[config.mk]
export PLATFORM = sky130hd
export DESIGN_NAME = avmm_reg_simple
export DESIGN_NICKNAME = d
export VERILOG_FILES = /design/src/hdl/avmm_pkg.sv /design/src/hdl/avmm_reg_simple.sv
export VERILOG_INCLUDE_DIRS = /design/src /design/src/hdl
export SDC_FILE = /design/constraint.sdc
export NUM_CORES = 1
export LEC_CHECK = 0
export BUFFER_PORTS_ARGS = -buffer_cell sky130_fd_sc_hd__buf_4
export CORE_MARGIN = 4
export CORE_UTILIZATION = 36
export CTS_CLUSTER_DIAMETER = 100
export CTS_CLUSTER_SIZE = 20
export DETAILED_ROUTE_END_ITERATION = 8
export GPL_ROUTABILITY_DRIVEN = 0
export PLACE_DENSITY = 0.73
export SLEW_MARGIN = 20
export SYNTH_ARGS = -nofsm -noshare
export SYNTH_HDL_FRONTEND = slang
export SYNTH_SLANG_ARGS = --single-unit
[constraint.sdc]
create_clock -name mem_slave -period 1.3 [get_ports mem_slave]
set_clock_uncertainty 0.1 [all_clocks]
set_input_delay 0.195 -clock mem_slave [delete_from_list [all_inputs] [get_ports mem_slave]]
set_output_delay 0.195 -clock mem_slave [all_outputs]
set_load 0.005 [all_outputs]
[src/hdl/avmm_consts.svh]
`ifndef AVMM_CONSTS_SVH
`define AVMM_CONSTS_SVH

// Word address width of the on-chip memory (1024 words)
`define AVMM_ADDR_WIDTH 10

// Data word width; byteenable is one bit per byte of this
`define AVMM_DATA_WIDTH 32

// Request FIFO depth inside the memory slave
`define AVMM_FIFO_DEPTH 16

// Distance in cycles between the starts of two refresh windows
`define AVMM_REFRESH_PERIOD 64

// Length of one refresh window in cycles
`define AVMM_REFRESH_CYCLES 6

// Default number of register stages in the slice
`define AVMM_N_REG_STAGES 2

`endif

[src/hdl/avmm_pkg.sv]
`include "avmm_consts.svh"

package avmm_pkg;

    // Word address into the memory
    typedef logic [`AVMM_ADDR_WIDTH-1:0] avmm_addr_t;

    // One data word
    typedef logic [`AVMM_DATA_WIDTH-1:0] avmm_data_t;

    // One enable bit per data byte
    typedef logic [`AVMM_DATA_WIDTH/8-1:0] avmm_be_t;

    // Kind of request held in a FIFO entry
    typedef enum logic
    {
        OP_READ,
        OP_WRITE
    } avmm_op_e;

    // Refresh state of the memory slave
    typedef enum logic
    {
        ST_ACTIVE,
        ST_REFRESH
    } avmm_refresh_e;

endpackage

[src/hdl/avmm_reg_simple.sv]
`timescale 1ns/100ps

`include "avmm_consts.svh"

// Register slice for Avalon-MM. The requester sees waitrequest late, so the
// slave behind the slice must treat waitrequest as almost full and keep room
// for every request still travelling through the stages
module avmm_reg_simple
    import avmm_pkg::*;
#(
    parameter int N_REG_STAGES = `AVMM_N_REG_STAGES,
    parameter int N_WAITREQUEST_STAGES = N_REG_STAGES
)
(
    input  logic       mem_slave,
    input  logic       arst_n,
    // Requester side
    input  avmm_addr_t h_address,
    input  logic       h_read,
    input  logic       h_write,
    input  avmm_data_t h_writedata,
    input  avmm_be_t   h_byteenable,
    output logic       h_waitrequest,
    output avmm_data_t h_readdata,
    output logic       h_readdatavalid,
    // Memory side
    output avmm_addr_t m_address,
    output logic       m_read,
    output logic       m_write,
    output avmm_data_t m_writedata,
    output avmm_be_t   m_byteenable,
    input  logic       m_waitrequest,
    input  avmm_data_t m_readdata,
    input  logic       m_readdatavalid
);

    generate
        if (N_REG_STAGES == 0)
        begin : g_wires
            // No stages at all, both directions pass straight through
            assign m_address       = h_address;
            assign m_read          = h_read;
            assign m_write         = h_write;
            assign m_writedata     = h_writedata;
            assign m_byteenable    = h_byteenable;
            assign h_waitrequest   = m_waitrequest;
            assign h_readdata      = m_readdata;
            assign h_readdatavalid = m_readdatavalid;
        end
        else
        begin : g_regs
            // Request control bits, index 1 is nearest the requester
            logic [N_REG_STAGES:1] read_q;
            logic [N_REG_STAGES:1] write_q;
            // Request payload
            avmm_addr_t addr_q [1:N_REG_STAGES];
            avmm_data_t wdata_q [1:N_REG_STAGES];
            avmm_be_t   be_q [1:N_REG_STAGES];
            // Response path, index 1 is nearest the memory
            logic [N_REG_STAGES:1] rvalid_q;
            avmm_data_t rdata_q [1:N_REG_STAGES];

            // A request only enters the pipe when the requester is allowed to
            // issue it, which is when the delayed waitrequest is low
            always_ff @(posedge mem_slave or negedge arst_n)
            begin
                if (!arst_n)
                begin
                    read_q   <= '0;
                    write_q  <= '0;
                    rvalid_q <= '0;
                end
                else
                begin
                    read_q[1]   <= h_read && !h_waitrequest;
                    write_q[1]  <= h_write && !h_waitrequest;
                    rvalid_q[1] <= m_readdatavalid;
                    for (int s = N_REG_STAGES; s > 1; s--)
                    begin
                        read_q[s]   <= read_q[s-1];
                        write_q[s]  <= write_q[s-1];
                        rvalid_q[s] <= rvalid_q[s-1];
                    end
                end
            end

            // Payload moves every cycle; the valid bits above say when it counts
            always_ff @(posedge mem_slave)
            begin
                addr_q[1]  <= h_address;
                wdata_q[1] <= h_writedata;
                be_q[1]    <= h_byteenable;
                rdata_q[1] <= m_readdata;
                for (int s = N_REG_STAGES; s > 1; s--)
                begin
                    addr_q[s]  <= addr_q[s-1];
                    wdata_q[s] <= wdata_q[s-1];
                    be_q[s]    <= be_q[s-1];
                    rdata_q[s] <= rdata_q[s-1];
                end
            end

            // Last request stage drives the memory side
            assign m_address    = addr_q[N_REG_STAGES];
            assign m_read       = read_q[N_REG_STAGES];
            assign m_write      = write_q[N_REG_STAGES];
            assign m_writedata  = wdata_q[N_REG_STAGES];
            assign m_byteenable = be_q[N_REG_STAGES];

            // Last response stage drives the requester side
            assign h_readdata      = rdata_q[N_REG_STAGES];
            assign h_readdatavalid = rvalid_q[N_REG_STAGES];

            if (N_WAITREQUEST_STAGES == 0)
            begin : g_wait_wire
                assign h_waitrequest = m_waitrequest;
            end
            else
            begin : g_wait_regs
                logic [N_WAITREQUEST_STAGES:1] wait_q;

                // Waitrequest has its own shift register and comes out of reset
                // asserted, so nothing is issued before the slave is known
                always_ff @(posedge mem_slave or negedge arst_n)
                begin
                    if (!arst_n)
                    begin
                        wait_q <= '1;
                    end
                    else
                    begin
                        wait_q[1] <= m_waitrequest;
                        for (int w = N_WAITREQUEST_STAGES; w > 1; w--)
                        begin
                            wait_q[w] <= wait_q[w-1];
                        end
                    end
                end

                assign h_waitrequest = wait_q[N_WAITREQUEST_STAGES];
            end
        end
    endgenerate

endmodule

# ---- Word level (Yosys, flattened, before mapping)
# Memories as Yosys holds them, arrays and structs flattened.
# Cells that the tools add are included.
dict set report op_classes {
  n_addsub 0
  multipliers 0
  div 0
  n_lt_le_gt_ge 0
  eq_ne 0
  shifts 0
  n_mux 0
  n_bitwise 0
  reduce_logical 3
}
# op count
set op_table {}
lappend op_table {{1-bit logical AND} 2}
lappend op_table {{1-bit logical NOT} 1}
dict set report totals {
  ff_bits 8
  latchBits 0
  ram_bits 156
  romBits 0
  inputBits 84
  out_inout_bits 82
  elab_cells 11
  memories 4
}
# name words word_bits read_ports rd_ports_with_merged_regs wr line
set memory_table {}
lappend memory_table {g_regs.rdata_q 2 32 2 0 2 avmm_reg_simple.sv:61} ;# avmm_data_t rdata_q [1:N_REG_STAGES];
lappend memory_table {g_regs.wdata_q 2 32 2 0 2 avmm_reg_simple.sv:57} ;# avmm_data_t wdata_q [1:N_REG_STAGES];
lappend memory_table {g_regs.addr_q 2 10 2 0 2 avmm_reg_simple.sv:56} ;# avmm_addr_t addr_q [1:N_REG_STAGES];
lappend memory_table {g_regs.be_q 2 4 2 0 2 avmm_reg_simple.sv:58} ;# avmm_be_t be_q [1:N_REG_STAGES];

# ---- Longest topological paths before layout
dict set report logic_depth {
  ltp_word 2
  ltp_mapped 1
  ltp_nobuf 1
}

# ---- Least setup slack after synthesis
# No wires, ideal clock.
dict set report synth_timing {
  path_kind {register to output}
  from {register g_regs.g_wait_regs.wait_q[2] in the netlist's numbering}
  to {output h_waitrequest}
  t_arrival_ns 0.519
  t_required_ns 1.005
  slack_ns 0.486
  stages_incl_launch_ff 1
  path_buffers 0
  cell_sequence {dfstp_2}
}
# item line
set synth_lines {}
lappend synth_lines {{start: declaration} avmm_reg_simple.sv:120} ;# logic [N_WAITREQUEST_STAGES:1] wait_q;
lappend synth_lines {{start signal: indexed assignment} avmm_reg_simple.sv:135} ;# wait_q[w] <= wait_q[w-1];
lappend synth_lines {{end: declaration} avmm_reg_simple.sv:23} ;# output logic h_waitrequest,
# No word-level cell between the ends.

# ---- Final worst setup path
dict set report layout_timing {
  from {register g_regs.g_wait_regs.wait_q[2] in the netlist's numbering}
  to {output h_waitrequest}
}
# No word-level cell between the ends.

==> qor.txt <==
==========================================================================================
IO Count                                                                               166
Count of input and output buffers                                                      165
Main area contributors after synthesis                                        dfxtp_1, dfrtp_1, dfstp_2, nor2b_1
Total setup violations reported at the end of the flow                                   1
Antenna Diode Count                                                                      0
Die extent in y                                                                104 microns
Final HPWL DP                                                                 4480 microns
Hold/Removal Path Class                                                           in2async
Clock insertion delay at the later pin of the skew report                          0.50 ns
Total power per unit cell area                                                1730 nW/um^2
Area occupied by multi-input gates                                              12.5 sq um
Slew headroom                                                                        0.807
Placeable core region                                                           8890 sq um
Most used standard cell by instance count after synthesis                          dfxtp_1
Final cell count without fillers                                                       556
Initial DRT Pass Iterations                                                              4
Via count of the first global-routing pass                                            2363
Synthesized netlist cell count                                                         166
GRT overflow                                                                             0
Number of antenna violations at the first check in global routing                        0
Kind of start point of the critical path                                         flip-flop
Clock edge transition at the registers on the reported setup and hold paths        0.06 ns
Violations in the final reports                                               negative setup slack
Max-cap violations                                                                       0
Sum of internal, switching and leakage power                                      0.0106 W
Non-Filler Cell Area, Final                                                     6140 sq um
DRC errors left                                                                          0
Transition at the pin with the smallest max-transition slack                      0.288 ns
Peak supply drop                                                                   1.13 mV
Share of flip-flops with an asynchronous set or reset after synthesis               0.0488
Final core occ                                                                       0.690
Pin count of the biggest net entering global routing                                    17
Static Leak                                                                        2.84 nW
Filler Cells Inserted                                                                  568
CP bufs+invs                                                                             1
Proportion of netlist area held by the largest area contributor                      0.936
Layout overhead on the synthesized area                                              83.8%
Maximum fanout encountered on the critical timing path                                   2
Most frequent cells after synthesis                                           dfxtp_1, dfrtp_1, dfstp_2, nor2b_1
Total placed cells including tap cells                                                 439
Result of the run                                                             finished with violations
Synthesized Nets                                                                       250
Required time of the critical path                                                 1.00 ns
Critical path type                                                                 reg2out
Post-Synth Adder-Cell Area                                                               0
Number of antenna-violating nets in the routed design                                    0
Highest-delay cell along the critical path                                         dfstp_2
Pins over their slew limit                                                               0
Wire length of the first global-routing pass                                  11600 microns
Synth Area in Compound Gates                                                             0
Largest family of logic cells by synthesized area                             simple AND/OR/NAND/NOR gates
Total clock buffers created by CTS                                                      17
Clock net sink count                                                                   164
Max Root-Sink Buffers                                                                    2
Area after DPL                                                                  4710 sq um
Delay contributed by the slowest stage of the critical path                        0.53 ns
Count of flip-flops with a built-in enable after synthesis                               0
Routed wire length per instance                                               13.1 microns
Max frequency                                                                      710 MHz
Mux share of post-synthesis cell area                                                    0
Arrival time worst endpoint                                                        1.11 ns
Number of violations reported at the end of detailed-routing iteration 0                16
H-tree depth                                                                             4
Average vias per placed instance                                                      3.89
Biggest area consumer among synthesized cells                                      dfxtp_1
Total global-route track usage                                                       0.139
Simple-gate portion of the synthesized area                                        0.00375
Worst Setup Slack post-DPL                                                        0.379 ns
Count of state elements after synthesis                                                164
FP Rows                                                                                 34
Period Utilization, post-route                                                        1.08
Final min period                                                                   1.41 ns
Number of nets in the finished design                                                  519
Fraction of layout instances using a drive strength above 1                          0.444
Starting Density                                                                     0.375
Post-synthesis instance area                                                    3340 sq um
Die W                                                                          104 microns
Area taken by flip-flops and latches                                            3330 sq um
Total detailed-routing wirelength                                             7260 microns
RSZ-0062 raised after global routing                                                  true
Critical path endpoint category                                                 output pin
Cell family with the largest share of critical-path delay                       flip-flops
Clock tree from TritonCTS                                                            built
Full die area                                                                  10900 sq um
Synth Flop Type                                                                    dfxtp_1
YS warnings                                                                              0
Average cell area after synthesis                                               20.1 sq um
Total count of hold-check failures in the final report                                   0
DR vias                                                                               2162
Ordered list of cells on the worst path                                              buf_6
Synth Area in XOR/XNOR                                                                   0
PnR worst setup slack                                                            -0.109 ns
Clk Tree Root Cell                                                                clkbuf_8
Count of different cell masters after synthesis                                          4
Sequential share of the synthesized area                                             0.996
==========================================================================================
==> placed cells by master (no fill, tap or decap) <==
cell,Yosys,final
clkbuf_8,0,1
clkbuf_16,0,16
bufinv_16,0,1
clkinv_2,0,2
clkbuf_1,0,1
dfrtp_1,6,6
clkinvlp_4,0,2
buf_4,0,162
nor2b_1,2,2
inv_8,0,4
inv_6,0,3
clkinv_4,0,2
dfstp_2,2,2
dfxtp_1,156,156
buf_6,0,4
dlygate4sd3_1,0,84
==> where the power goes <==
group	total (W)	switching (W)	internal, W
logic	0.000636	0.000158	0.000478
registers	0.00537	0.0000704	0.00530
clock network	0.00461	0.00200	0.00261
total	0.0106	0.00223	0.00839
==> cell families after synthesis <==
family and Yosys count:
DFF 164, and+or+nand+nor 2
==> routing by layer <==
layer | vias to the layer above | track usage | part of all wire
met4 | 0 | 0.0598 | 0.015
met5 | - | 0 | 0
met1 | 987 | 0.134 | 0.35
li1 | 1055 | - | -
met3 | 13 | 0.0627 | 0.093
met2 | 107 | 0.254 | 0.54
==> final cells by class <==
class	count	share of cell area
timing repair buffer	250	0.343
clock buffer	18	0.0681
sequential	164	0.542
multi-input combinational	2	0.00204
tap	108	0.0220
clock inverter	14	0.0234
==> worst register-to-register path, cell delays in order (launching register included) <==
cell and delay (ns):
dfstp_2 0.53, buf_4 0.11, nor2b_1 0.04
==> per-stage QoR <==
step | setup TNS (ns) | hold WS [ns]
floorplan | 0 | -0.201
finish | -0.109 | 0.104
global route | -0.251 | 0.0809
global placement | 0 | -0.0888
CTS | -0.158 | 0.0556
detailed placement | 0 | -0.0874
==> sequential cells by signal, indices dropped and copies added (netlist names) <==
signal / cells
g_regs.be_q: 8
g_regs.rvalid_q: 2
g_regs.wdata_q: 64
g_regs.write_q: 2
g_regs.g_wait_regs.wait_q: 2
g_regs.addr_q: 20
g_regs.read_q: 2
g_regs.rdata_q: 64
==> worst paths after layout <==
kind	start	end	slack (ns)	cells after the start
worst max register to register	g_regs.g_wait_regs.wait_q[2]$_DFF_PN1_	g_regs.read_q[1]$_DFF_PN0_	0.41	2
worst max-delay path	g_regs.g_wait_regs.wait_q[2]$_DFF_PN1_	h_waitrequest	-0.11	1
min in group mem_slave	g_regs.addr_q[1][3]$_DFF_P_	g_regs.addr_q[2][3]$_DFF_P_	0.22	0
worst min register to register	g_regs.addr_q[1][3]$_DFF_P_	g_regs.addr_q[2][3]$_DFF_P_	0.22	0
max in group asynchronous	arst_n	g_regs.write_q[1]$_DFF_PN0_	0.29	3
worst min-delay path	arst_n	g_regs.g_wait_regs.wait_q[2]$_DFF_PN1_	0.10	2
==> what timing repair did <==
| action | in CTS | in global routing |
|---|---|---|
| hold buffers | 84 | 0 |
| pin swaps | 0 | 0 |
| endpoints found under the hold margin | 90 | 0 |
| resized for setup | 4 | 0 |
| buffers inserted | 1 | 0 |
| endpoints found under the setup margin | 4 | 4 |
Power figures use the tool's default switching activity.
